**src/verilog/hazard_pkg.sv**
```systemverilog
// long-op issue path
// shared types and latencies
`default_nettype none

package hazard_pkg;

    typedef logic [4:0] reg_addr_t; // x0..x31

    // upper bit low marks the bypass-capable units
    typedef enum logic [1:0] {
        EXU_ALU = 2'b00,
        EXU_CSR = 2'b01,
        EXU_MUL = 2'b10,
        EXU_DIV = 2'b11
    } exu_type_t;

    // forwarding flags, alu_op1 in the msb
    typedef logic [6:0] pass_vec_t;

    localparam int PASS_ALU_OP1 = 6;
    localparam int PASS_ALU_OP2 = 5;
    localparam int PASS_MUL_OP1 = 4;
    localparam int PASS_MUL_OP2 = 3;
    localparam int PASS_DIV_OP1 = 2;
    localparam int PASS_DIV_OP2 = 1;
    localparam int PASS_CSR_OP1 = 0;

    localparam int MUL_STAGES = 3; // mul pipe depth
    localparam int DIV_CYCLES = 8; // div iterations

endpackage

`default_nettype wire
```
**src/verilog/commit_bus_if.sv**
```systemverilog
// dual commit bus
`default_nettype none

interface commit_bus_if #(
    parameter int DEPTH = 8
);
    localparam int ID_W = $clog2(DEPTH);

    logic            valid1; // alu/csr port
    logic [ID_W-1:0] id1;
    logic            valid2; // mul/div port
    logic [ID_W-1:0] id2;

    modport source (output valid1, id1, valid2, id2);
    modport sink   (input  valid1, id1, valid2, id2);
endinterface

`default_nettype wire

```
**src/verilog/issue_bus_if.sv**
```systemverilog
// issue bus
`default_nettype none

interface issue_bus_if #(
    parameter int DEPTH = 8
);
    localparam int ID_W = $clog2(DEPTH);

    logic                  valid;    // held instruction presented
    hazard_pkg::reg_addr_t rd;
    hazard_pkg::reg_addr_t rs1;
    hazard_pkg::reg_addr_t rs2;
    logic                  rd_we;
    logic                  rs1_re;
    logic                  rs2_re;
    hazard_pkg::exu_type_t exu;
    logic                  stall;    // from scoreboard
    logic [ID_W-1:0]       id;       // allocated commit id
    logic                  div_busy; // divider occupied

    modport producer   (output valid, rd, rs1, rs2, rd_we, rs1_re, rs2_re, exu,
                        input  stall, div_busy);
    modport scoreboard (input  valid, rd, rs1, rs2, rd_we, rs1_re, rs2_re, exu,
                        output stall, id);
    modport consumer   (input  valid, exu, stall, id,
                        output div_busy);
endinterface

`default_nettype wire

```
**src/verilog/long_issue_top.sv**
```systemverilog
// long-op issue path top
`default_nettype none

module long_issue_top #(
    parameter int DEPTH = 8
) (
    input  wire                          clk,
    input  wire                          rst_n,
    input  wire                          inst_valid_i,
    input  hazard_pkg::reg_addr_t        rd_addr_i,
    input  hazard_pkg::reg_addr_t        rs1_addr_i,
    input  hazard_pkg::reg_addr_t        rs2_addr_i,
    input  wire                          rd_we_i,
    input  wire                          rs1_re_i,
    input  wire                          rs2_re_i,
    input  hazard_pkg::exu_type_t        exu_type_i,
    output logic                         inst_ready_o,
    output logic                         issue_valid_o,
    output logic [$clog2(DEPTH)-1:0]     issue_id_o,
    output logic                         hazard_stall_o,
    output hazard_pkg::pass_vec_t        pass_o,
    output logic                         atom_lock_o,
    output logic                         commit_valid1_o,
    output logic [$clog2(DEPTH)-1:0]     commit_id1_o,
    output logic                         commit_valid2_o,
    output logic [$clog2(DEPTH)-1:0]     commit_id2_o
);

    issue_bus_if  #(.DEPTH(DEPTH)) iss_bus ();
    commit_bus_if #(.DEPTH(DEPTH)) cmt_bus ();

    issue_stage u_issue (
        .clk, .rst_n, .inst_valid_i, .rd_addr_i, .rs1_addr_i, .rs2_addr_i,
        .rd_we_i, .rs1_re_i, .rs2_re_i, .exu_type_i, .inst_ready_o,
        .iss (iss_bus.producer)
    );

    long_op_scoreboard #(.DEPTH(DEPTH)) u_sb (
        .clk, .rst_n, .iss (iss_bus.scoreboard), .cmt (cmt_bus.sink),
        .pass_o, .atom_lock_o
    );

    long_exec_units #(.DEPTH(DEPTH)) u_exu (
        .clk, .rst_n, .iss (iss_bus.consumer), .cmt (cmt_bus.source)
    );

    assign issue_valid_o   = iss_bus.valid && !iss_bus.stall; // issue event
    assign issue_id_o      = iss_bus.id;
    assign hazard_stall_o  = iss_bus.stall;
    assign commit_valid1_o = cmt_bus.valid1;
    assign commit_id1_o    = cmt_bus.id1;
    assign commit_valid2_o = cmt_bus.valid2;
    assign commit_id2_o    = cmt_bus.id2;

endmodule

`default_nettype wire

```
**src/verilog/long_exec_units.sv**
```systemverilog
// long-op execution latency model
`default_nettype none

module long_exec_units #(
    parameter int DEPTH = 8
) (
    input  wire           clk,
    input  wire           rst_n,
    issue_bus_if.consumer iss,
    commit_bus_if.source  cmt
);

    localparam int ID_W  = $clog2(DEPTH);
    localparam int LAST  = hazard_pkg::MUL_STAGES - 1;
    localparam int CNT_W = $clog2(hazard_pkg::DIV_CYCLES);
    typedef logic [ID_W-1:0]  id_t;
    typedef logic [CNT_W-1:0] cnt_t;

    logic        issue;
    logic        short_op;    // alu or csr
    logic        alu_v_q;
    id_t         alu_id_q;
    logic [0:LAST] mul_v_q;   // mul pipe valids
    id_t         mul_id_q [0:LAST];
    logic        div_busy_q;
    cnt_t        div_cnt_q;
    id_t         div_id_q;
    logic        div_done;
    logic        div_fire;

    assign issue    = iss.valid && !iss.stall;
    assign short_op = !iss.exu[1];

    // single cycle alu/csr
    always_ff @(posedge clk or negedge rst_n) begin
        if (!rst_n) alu_v_q <= 1'b0;
        else        alu_v_q <= issue && short_op;
    end

    always_ff @(posedge clk) begin
        if (issue && short_op) alu_id_q <= iss.id;
    end

    // mul shift pipe, one issue per cycle
    always_ff @(posedge clk or negedge rst_n) begin
        if (!rst_n) begin
            mul_v_q <= '0;
        end else begin
            mul_v_q[0] <= issue && iss.exu == hazard_pkg::EXU_MUL;
            for (int i = 1; i <= LAST; i++) mul_v_q[i] <= mul_v_q[i-1];
        end
    end

    always_ff @(posedge clk) begin
        mul_id_q[0] <= iss.id;
        for (int i = 1; i <= LAST; i++) mul_id_q[i] <= mul_id_q[i-1];
    end

    // iterative divider, yields port 2 to the mul pipe
    assign div_done = div_busy_q && div_cnt_q == '0;
    assign div_fire = div_done && !mul_v_q[LAST];

    always_ff @(posedge clk or negedge rst_n) begin
        if (!rst_n) begin
            div_busy_q <= 1'b0;
            div_cnt_q  <= '0;
        end else if (issue && iss.exu == hazard_pkg::EXU_DIV) begin
            div_busy_q <= 1'b1;
            div_cnt_q  <= cnt_t'(hazard_pkg::DIV_CYCLES - 1);
        end else if (div_fire) begin
            div_busy_q <= 1'b0;
        end else if (div_busy_q && !div_done) begin
            div_cnt_q <= div_cnt_q - 1'b1; // holds at zero while blocked
        end
    end

    always_ff @(posedge clk) begin
        if (issue && iss.exu == hazard_pkg::EXU_DIV) div_id_q <= iss.id;
    end

    assign iss.div_busy = div_busy_q;

    assign cmt.valid1 = alu_v_q;
    assign cmt.id1    = alu_id_q;
    assign cmt.valid2 = mul_v_q[LAST] || div_fire;
    assign cmt.id2    = mul_v_q[LAST] ? mul_id_q[LAST] : div_id_q; // mul has priority

    // issue stage must hold a div while the divider is occupied
    a_div_single: assert property (@(posedge clk) disable iff (!rst_n)
        issue && iss.exu == hazard_pkg::EXU_DIV |-> !div_busy_q)
        else $error("div issued while divider busy");

endmodule

`default_nettype wire

```
**src/verilog/long_op_scoreboard.sv**
```systemverilog
// long-op hazard scoreboard
// raw/waw check, id allocation, forwarding flags
`default_nettype none

module long_op_scoreboard #(
    parameter int DEPTH = 8
) (
    input  wire                   clk,
    input  wire                   rst_n,
    issue_bus_if.scoreboard       iss,
    commit_bus_if.sink            cmt,
    output hazard_pkg::pass_vec_t pass_o,
    output logic                  atom_lock_o
);

    localparam int ID_W = $clog2(DEPTH);
    typedef logic [ID_W-1:0]  id_t;
    typedef logic [DEPTH-1:0] vec_t;

    vec_t                  valid_q;      // outstanding entries
    hazard_pkg::reg_addr_t rd_q  [DEPTH];
    hazard_pkg::exu_type_t exu_q [DEPTH];

    vec_t cmt_hit;    // entries freed this cycle
    vec_t live;       // outstanding and not committing
    vec_t raw_vec;
    vec_t waw_vec;
    vec_t alu_mask;   // hides the last alu writer
    vec_t free_now;
    logic table_full;
    logic bypass_ok;
    logic issue;

    id_t  alu_id_q;   // id of last alu writer
    logic alu_live_q;
    logic fwd_rs1;
    logic fwd_rs2;

    // lowest set bit or 0 if none
    function automatic id_t lowest(input vec_t vec);
        id_t r;
        r = '0;
        for (int i = DEPTH - 1; i >= 0; i--) begin
            if (vec[i]) r = id_t'(i);
        end
        return r;
    endfunction

    always_comb begin
        for (int i = 0; i < DEPTH; i++) begin
            cmt_hit[i] = (cmt.valid1 && cmt.id1 == id_t'(i)) ||
                         (cmt.valid2 && cmt.id2 == id_t'(i));
            raw_vec[i] = (iss.rs1_re && iss.rs1 == rd_q[i]) ||
                         (iss.rs2_re && iss.rs2 == rd_q[i]);
            // waw only across differing units
            waw_vec[i] = iss.rd_we && iss.rd == rd_q[i] && iss.exu != exu_q[i];
        end
    end

    assign live      = valid_q & ~cmt_hit;
    assign bypass_ok = !iss.exu[1]; // alu and csr
    assign alu_mask  = (bypass_ok && alu_live_q) ? ~(vec_t'(1) << alu_id_q) : '1;

    assign free_now   = ~valid_q;
    assign table_full = &live;     // a committing entry counts as free
    assign iss.stall  = |(raw_vec & live & alu_mask) || |(waw_vec & live) || table_full;

    // prefer a truly free slot, else reuse one being committed
    assign iss.id = (|free_now) ? lowest(free_now) : lowest(cmt_hit);
    assign issue  = iss.valid && !iss.stall;

    always_ff @(posedge clk or negedge rst_n) begin
        if (!rst_n) begin
            valid_q <= '0;
        end else begin
            for (int i = 0; i < DEPTH; i++) begin
                if (cmt_hit[i]) valid_q[i] <= 1'b0;
            end
            if (issue) valid_q[iss.id] <= 1'b1; // wins over a same-slot commit
        end
    end

    always_ff @(posedge clk) begin
        if (issue) begin
            rd_q[iss.id]  <= iss.rd;
            exu_q[iss.id] <= iss.exu;
        end
    end

    // last alu writer tracking
    always_ff @(posedge clk or negedge rst_n) begin
        if (!rst_n) begin
            alu_live_q <= 1'b0;
            alu_id_q   <= '0;
        end else begin
            if (cmt.valid1 && cmt.id1 == alu_id_q) alu_live_q <= 1'b0; // port 1 only
            if (issue && iss.exu == hazard_pkg::EXU_ALU && iss.rd_we) begin
                alu_live_q <= 1'b1;
                alu_id_q   <= iss.id;
            end
        end
    end

    // alu result forwardable up to its port 1 commit
    assign fwd_rs1 = alu_live_q && iss.rs1_re && iss.rs1 == rd_q[alu_id_q];
    assign fwd_rs2 = alu_live_q && iss.rs2_re && iss.rs2 == rd_q[alu_id_q];

    always_comb begin
        pass_o = '0;
        case (iss.exu)
            hazard_pkg::EXU_ALU: begin
                pass_o[hazard_pkg::PASS_ALU_OP1] = fwd_rs1;
                pass_o[hazard_pkg::PASS_ALU_OP2] = fwd_rs2;
            end
            hazard_pkg::EXU_MUL: begin
                pass_o[hazard_pkg::PASS_MUL_OP1] = fwd_rs1;
                pass_o[hazard_pkg::PASS_MUL_OP2] = fwd_rs2;
            end
            hazard_pkg::EXU_DIV: begin
                pass_o[hazard_pkg::PASS_DIV_OP1] = fwd_rs1;
                pass_o[hazard_pkg::PASS_DIV_OP2] = fwd_rs2;
            end
            default: pass_o[hazard_pkg::PASS_CSR_OP1] = fwd_rs1; // csr has no rs2
        endcase
    end

    assign atom_lock_o = |valid_q;

    a_no_overwrite: assert property (@(posedge clk) disable iff (!rst_n)
        issue |-> !valid_q[iss.id] || cmt_hit[iss.id])
        else $error("issue into an outstanding entry");

    // execution block must only retire what was issued
    a_commit_live: assert property (@(posedge clk) disable iff (!rst_n)
        (cmt.valid1 |-> valid_q[cmt.id1]) and (cmt.valid2 |-> valid_q[cmt.id2]) and
        (cmt.valid1 && cmt.valid2 |-> cmt.id1 != cmt.id2))
        else $error("commit of a free entry");

endmodule

`default_nettype wire

```
**src/verilog/issue_stage.sv**
```systemverilog
// issue holding register
`default_nettype none

module issue_stage (
    input  wire                   clk,
    input  wire                   rst_n,
    input  wire                   inst_valid_i,
    input  hazard_pkg::reg_addr_t rd_addr_i,
    input  hazard_pkg::reg_addr_t rs1_addr_i,
    input  hazard_pkg::reg_addr_t rs2_addr_i,
    input  wire                   rd_we_i,
    input  wire                   rs1_re_i,
    input  wire                   rs2_re_i,
    input  hazard_pkg::exu_type_t exu_type_i,
    output logic                  inst_ready_o,
    issue_bus_if.producer         iss
);

    logic                  full_q;
    logic                  div_hold; // divider still working on the previous div
    logic                  issuing;
    logic                  accept;
    hazard_pkg::reg_addr_t rd_q;
    hazard_pkg::reg_addr_t rs1_q;
    hazard_pkg::reg_addr_t rs2_q;
    logic                  rd_we_q;
    logic                  rs1_re_q;
    logic                  rs2_re_q;
    hazard_pkg::exu_type_t exu_q;

    assign div_hold     = (exu_q == hazard_pkg::EXU_DIV) && iss.div_busy;
    assign iss.valid    = full_q && !div_hold; // not presented while div busy
    assign issuing      = iss.valid && !iss.stall;
    assign inst_ready_o = !full_q || issuing; // allows back-to-back
    assign accept       = inst_valid_i && inst_ready_o;

    always_ff @(posedge clk or negedge rst_n) begin
        if (!rst_n) begin
            full_q <= 1'b0;
        end else if (accept) begin
            full_q <= 1'b1;
        end else if (issuing) begin
            full_q <= 1'b0;
        end
    end

    // payload, loads on accept only
    always_ff @(posedge clk) begin
        if (accept) begin
            rd_q     <= rd_addr_i;
            rs1_q    <= rs1_addr_i;
            rs2_q    <= rs2_addr_i;
            rd_we_q  <= rd_we_i;
            rs1_re_q <= rs1_re_i;
            rs2_re_q <= rs2_re_i;
            exu_q    <= exu_type_i;
        end
    end

    assign iss.rd     = rd_q;
    assign iss.rs1    = rs1_q;
    assign iss.rs2    = rs2_q;
    assign iss.rd_we  = rd_we_q;
    assign iss.rs1_re = rs1_re_q;
    assign iss.rs2_re = rs2_re_q;
    assign iss.exu    = exu_q;

    // stalled instruction must not change under the scoreboard
    a_hold_stable: assert property (@(posedge clk) disable iff (!rst_n)
        iss.valid && iss.stall |=> full_q &&
            $stable({rd_q, rs1_q, rs2_q, rd_we_q, rs1_re_q, rs2_re_q, exu_q}))
        else $error("held instruction changed under stall");

endmodule

`default_nettype wire

```
**config.mk**
```make
export PLATFORM = sky130hd
export DESIGN_NAME = long_issue_top
export DESIGN_NICKNAME = d
export VERILOG_FILES = /design/src/verilog/hazard_pkg.sv /design/src/verilog/commit_bus_if.sv /design/src/verilog/issue_bus_if.sv /design/src/verilog/long_issue_top.sv /design/src/verilog/long_exec_units.sv /design/src/verilog/long_op_scoreboard.sv /design/src/verilog/issue_stage.sv
export SDC_FILE = /design/constraint.sdc
export NUM_CORES = 1
export LEC_CHECK = 0
export BUFFER_PORTS_ARGS = -buffer_cell sky130_fd_sc_hd__buf_2
export CAP_MARGIN = 40
export CORE_MARGIN = 2
export CORE_UTILIZATION = 30
export CTS_CLUSTER_DIAMETER = 50
export DETAILED_ROUTE_END_ITERATION = 10
export PLACE_DENSITY = 0.51
export SYNTH_ARGS = -nofsm -noshare
export SYNTH_HDL_FRONTEND = slang
export SYNTH_SLANG_ARGS = --single-unit
```
**constraint.sdc**
```tcl
create_clock -name clk -period 3.4 [get_ports clk]
set_clock_uncertainty 0.15 [all_clocks]
set_input_delay 0.51 -clock clk [delete_from_list [all_inputs] [get_ports clk]]
set_output_delay 0.51 -clock clk [all_outputs]
set_load 0.05 [all_outputs]
```
==> qor.yml <==
status: "finished clean"
p_total_w: 0.00778
critPathMaxStageDelay_ns: 0.54
grt_pass1_vias: 4991
final_core_util_pct: 39.6
seqPwrFrac_pct: 32.2
crit_chain: "buf_12 -> mux4_2 -> mux2i_4 -> xnor2_1 -> nor4_1 -> nand4_1 -> buf_6 -> nor3b_4 -> buf_6"
nets: 706
tritoncts: "yes"
syn_area_per_cell_um2: 11.9
synth_top_family_by_area: "XOR/XNOR gates"
top_usage_layer: "met2"
synth_mux_area_share_pct: 4.86
clkTransAtPathRegs_ns: 0.08
fillCellCount: 2068
die_height_um: 152
final_common_cell: "buf_4"
r2r-end: "u_sb.rd_q[1][2]$_DFFE_PP_"
post_drt_via_cell_ratio: 5.08
drc: 0
antenna_left: 0
fp.dieW_um: 152
critical_path_required_ns: 2.74
post_dp_cell_area_um2: 7570
yosysWarnings: 0
drive_above_1_share_pct: 35.6
synth_compound_area_share_pct: 7.72
postSynthCellCount: 551
synth_edf_count: 82
combPwrFrac_pct: 53.9
r2r_start: "u_exu.div_cnt_q[1]$_DFFE_PN0P_"
grt_max_degree: 22
h-tree-depth: 3
leakagePower_nw: 3.14
path_delay_family: "multiplexers"
cp_max_fo: 5
num_rows: 54
core_region_area_um2: 21700
worstPathArrival_ns: 2.72
drt_first_iter_violations: 340
p_int_w: 0.00442
cts_buffers: 9
use_met2_pct: 28.1
path_depth: 9
antenna_found_initial: 0
worst-r2r-cell-count: 13
grt_pass1_wl_um: 29600
use_met1_pct: 21.0
wl_per_cell_um: 20.0
final_cell_mix: "99 x buf_4, 82 x edfxtp_1, 77 x xor2_1"
ys_types: 74
io_pins: 45
cts_sinks: 112
finalSetupViolCount: 0
clk_latency_ns: 0.36
grt_util_all_layers_pct: 16.6
r2r_setup_slack_ns: 0.16
cp-endpoint: "pass_o[0]"
fin_setup_tns_ns: 0
hp-class: "in2reg"
io_buffers: 44
synth_adder_area_share_pct: 0.381
slew_viol_final: 0
ir_drop_uv: 327
maxCapViolations: 0
drt_wl_total_um: 19300
fmax_mhz: 296
gr-usage-met3_pct: 3.65
critical_path_class: "reg2out"
p_per_area_nw_per_um2: 907
fin_crit_ns: 3.38
hold_viol_final: 0
grt_overflow: 0
gp_congestion: 0.913
synth-simple-area-share_pct: 15.5
crit_top_cell: "buf_6"
period_share_pct: 99.5
first_pass_iters: 4
fin_area_um2: 8580
synth_xor_xnor_area_share_pct: 20.1
critPathSlowestCell: "mux4_2"
synth-seq-cells: 112
p_clk_share_pct: 14.0
clockBufferDepth: 2
start_kind: "flip-flop"
netSwitchingFraction_pct: 43.2
hpwl_um: 14600
crit_path_end_kind: "primary output"
dieArea_um2: 23100
vias: 4903
diodes: 0
yosys_most_used_dff: "edfxtp_1"
syn_to_final_growth_pct: 30.7
yosysSeqAreaShare_pct: 48.2
start_util_pct: 30.3
rsz0062_at_grt: "yes"
p_switching_w: 0.00336
ctsRootBufferMaster: "clkbuf_16"
synthArstFlopShare_pct: 18.8
tightest_slew_ns: 0.484
netlist_area_um2: 6570
syn-num-nets: 576
maxSlewHeadroom_pct: 67.7
cp_num_buf_inv: 3
crit_start: "u_sb.alu_id_q[0]$_DFFE_PN0P_"
-- kinds of logic (layout without fill, tap and decap cells) --
logic type / Yosys count / count (layout)
buffers and inverters: 43 / 178
AO/OA/AOI/OAI: 59 / 59
adder cells (fa/ha/maj): 2 / 2
flip-flops: 112 / 112
XOR/XNOR: 151 / 151
AND/OR/NAND/NOR: 165 / 165
multiplexers: 19 / 19
-- through the flow --
stage	worst slack [ns]	instances	hold WS, ns
6_report	0.0176	966	0.168
5_1_grt	-0.0786	966	0.156
4_1_cts	-0.0435	941	0.160
3_5_place_dp	-0.0226	901	0.166
3_3_place_gp	0.0791	901	0.161
2_1_floorplan	-0.0558	551	0.0644
-- cell usage after synthesis, types with 3 or more instances --
cell type | number | area, um2
a21oi_1 | 5 | 25.0
nor2_1 | 19 | 71.3
edfxtp_1 | 82 | 2460
nor3b_1 | 5 | 37.5
o22ai_1 | 4 | 25.0
mux2i_1 | 6 | 60.1
nand4_1 | 20 | 125
o41ai_1 | 4 | 35.0
nor4_2 | 8 | 100
o41ai_2 | 3 | 48.8
and3_1 | 7 | 43.8
nor3_1 | 7 | 35.0
xnor2_1 | 74 | 648
nand2b_1 | 8 | 50.1
o21ai_0 | 8 | 40.0
o21ai_1 | 3 | 15.0
nor2b_1 | 4 | 25.0
a211oi_1 | 3 | 22.5
inv_1 | 6 | 22.5
buf_2 | 22 | 110
dfrtp_1 | 21 | 526
dfxtp_1 | 9 | 180
nand3_1 | 9 | 45.0
nor4_1 | 23 | 144
mux4_2 | 10 | 225
o211ai_1 | 5 | 37.5
clkbuf_1 | 6 | 22.5
xor2_1 | 77 | 674
a31oi_1 | 4 | 25.0
nand2_1 | 35 | 131
-- cell type report --
| class | instances | area [um2] | area share, % |
|---|---|---|---|
| Clock buffer | 9 | 225 | 2.62 |
| Timing Repair Buffer | 152 | 1190 | 13.9 |
| Inverter | 10 | 55.1 | 0.641 |
| Sequential cell | 112 | 3170 | 37.0 |
| Multi-Input combinational cell | 396 | 3510 | 40.9 |
| Clock inverter | 7 | 73.8 | 0.860 |
| Tap cell | 280 | 350 | 4.08 |
-- per-layer routing --
metal  vias to the layer above  wire length (um)
met1                      2449              8190
met2                       128              9640
met3                        35               967
met4                         0               527
li1                       2291                 -
met5                         -                 0
-- power groups by stage --
stage,Sequential (W),Combinational (W),Clock (W)
after floorplan,0.00237,0.00257,0
after global placement,0.00260,0.00347,0
after detailed placement,0.00262,0.00351,0
after CTS,0.00250,0.00387,0.00111
after global routing,0.00255,0.00450,0.00117
final,0.00250,0.00419,0.00109
-- registers in the layout, indices dropped and copies added (netlist names), 2 cells and up --
signal,flops
u_issue.iss.rs2,5
u_exu.div_id_q,3
u_sb.rd_q,40
u_sb.valid_q,8
u_issue.iss.exu,2
u_exu.mul_v_q,3
u_issue.iss.rd,5
u_exu.div_cnt_q,3
u_sb.alu_id_q,3
u_exu.cmt.id1,3
u_issue.iss.rs1,5
u_exu.mul_id_q,9
u_sb.exu_q,16
-- what timing repair did --
action / 4_1_cts / 5_1_grt
endpoints found under the setup margin: 19 / 74
setup buffers: 23 / 24
hold buffers: 1 / 0
pin swaps: 10 / 18
gates resized for setup: 34 / 37
endpoints found under the hold margin: 21 / 0
cloned: 0 / 1
-- worst min-delay path by stage --
| stage | from | end | slack [ns] | cells past startpoint |
|---|---|---|---|---|
| finish | rs1_addr_i[3] | u_issue.iss.rs1[3]$_DFFE_PP_ | 0.17 | 1 |
| global placement | u_exu.mul_id_q[0][1]$_DFF_P_ | u_exu.mul_id_q[0][4]$_DFF_P_ | 0.16 | 0 |
| detailed placement | u_exu.mul_id_q[0][4]$_DFF_P_ | u_exu.mul_id_q[0][7]$_DFF_P_ | 0.17 | 0 |
| floorplan | rst_n | u_exu.cmt.valid1$_DFF_PN0_ | 0.06 | 0 |
| global route | rs1_addr_i[1] | u_issue.iss.rs1[1]$_DFFE_PP_ | 0.16 | 1 |
| CTS | rd_addr_i[2] | u_issue.iss.rd[2]$_DFFE_PP_ | 0.16 | 1 |
Power figures use the tool's default switching activity.
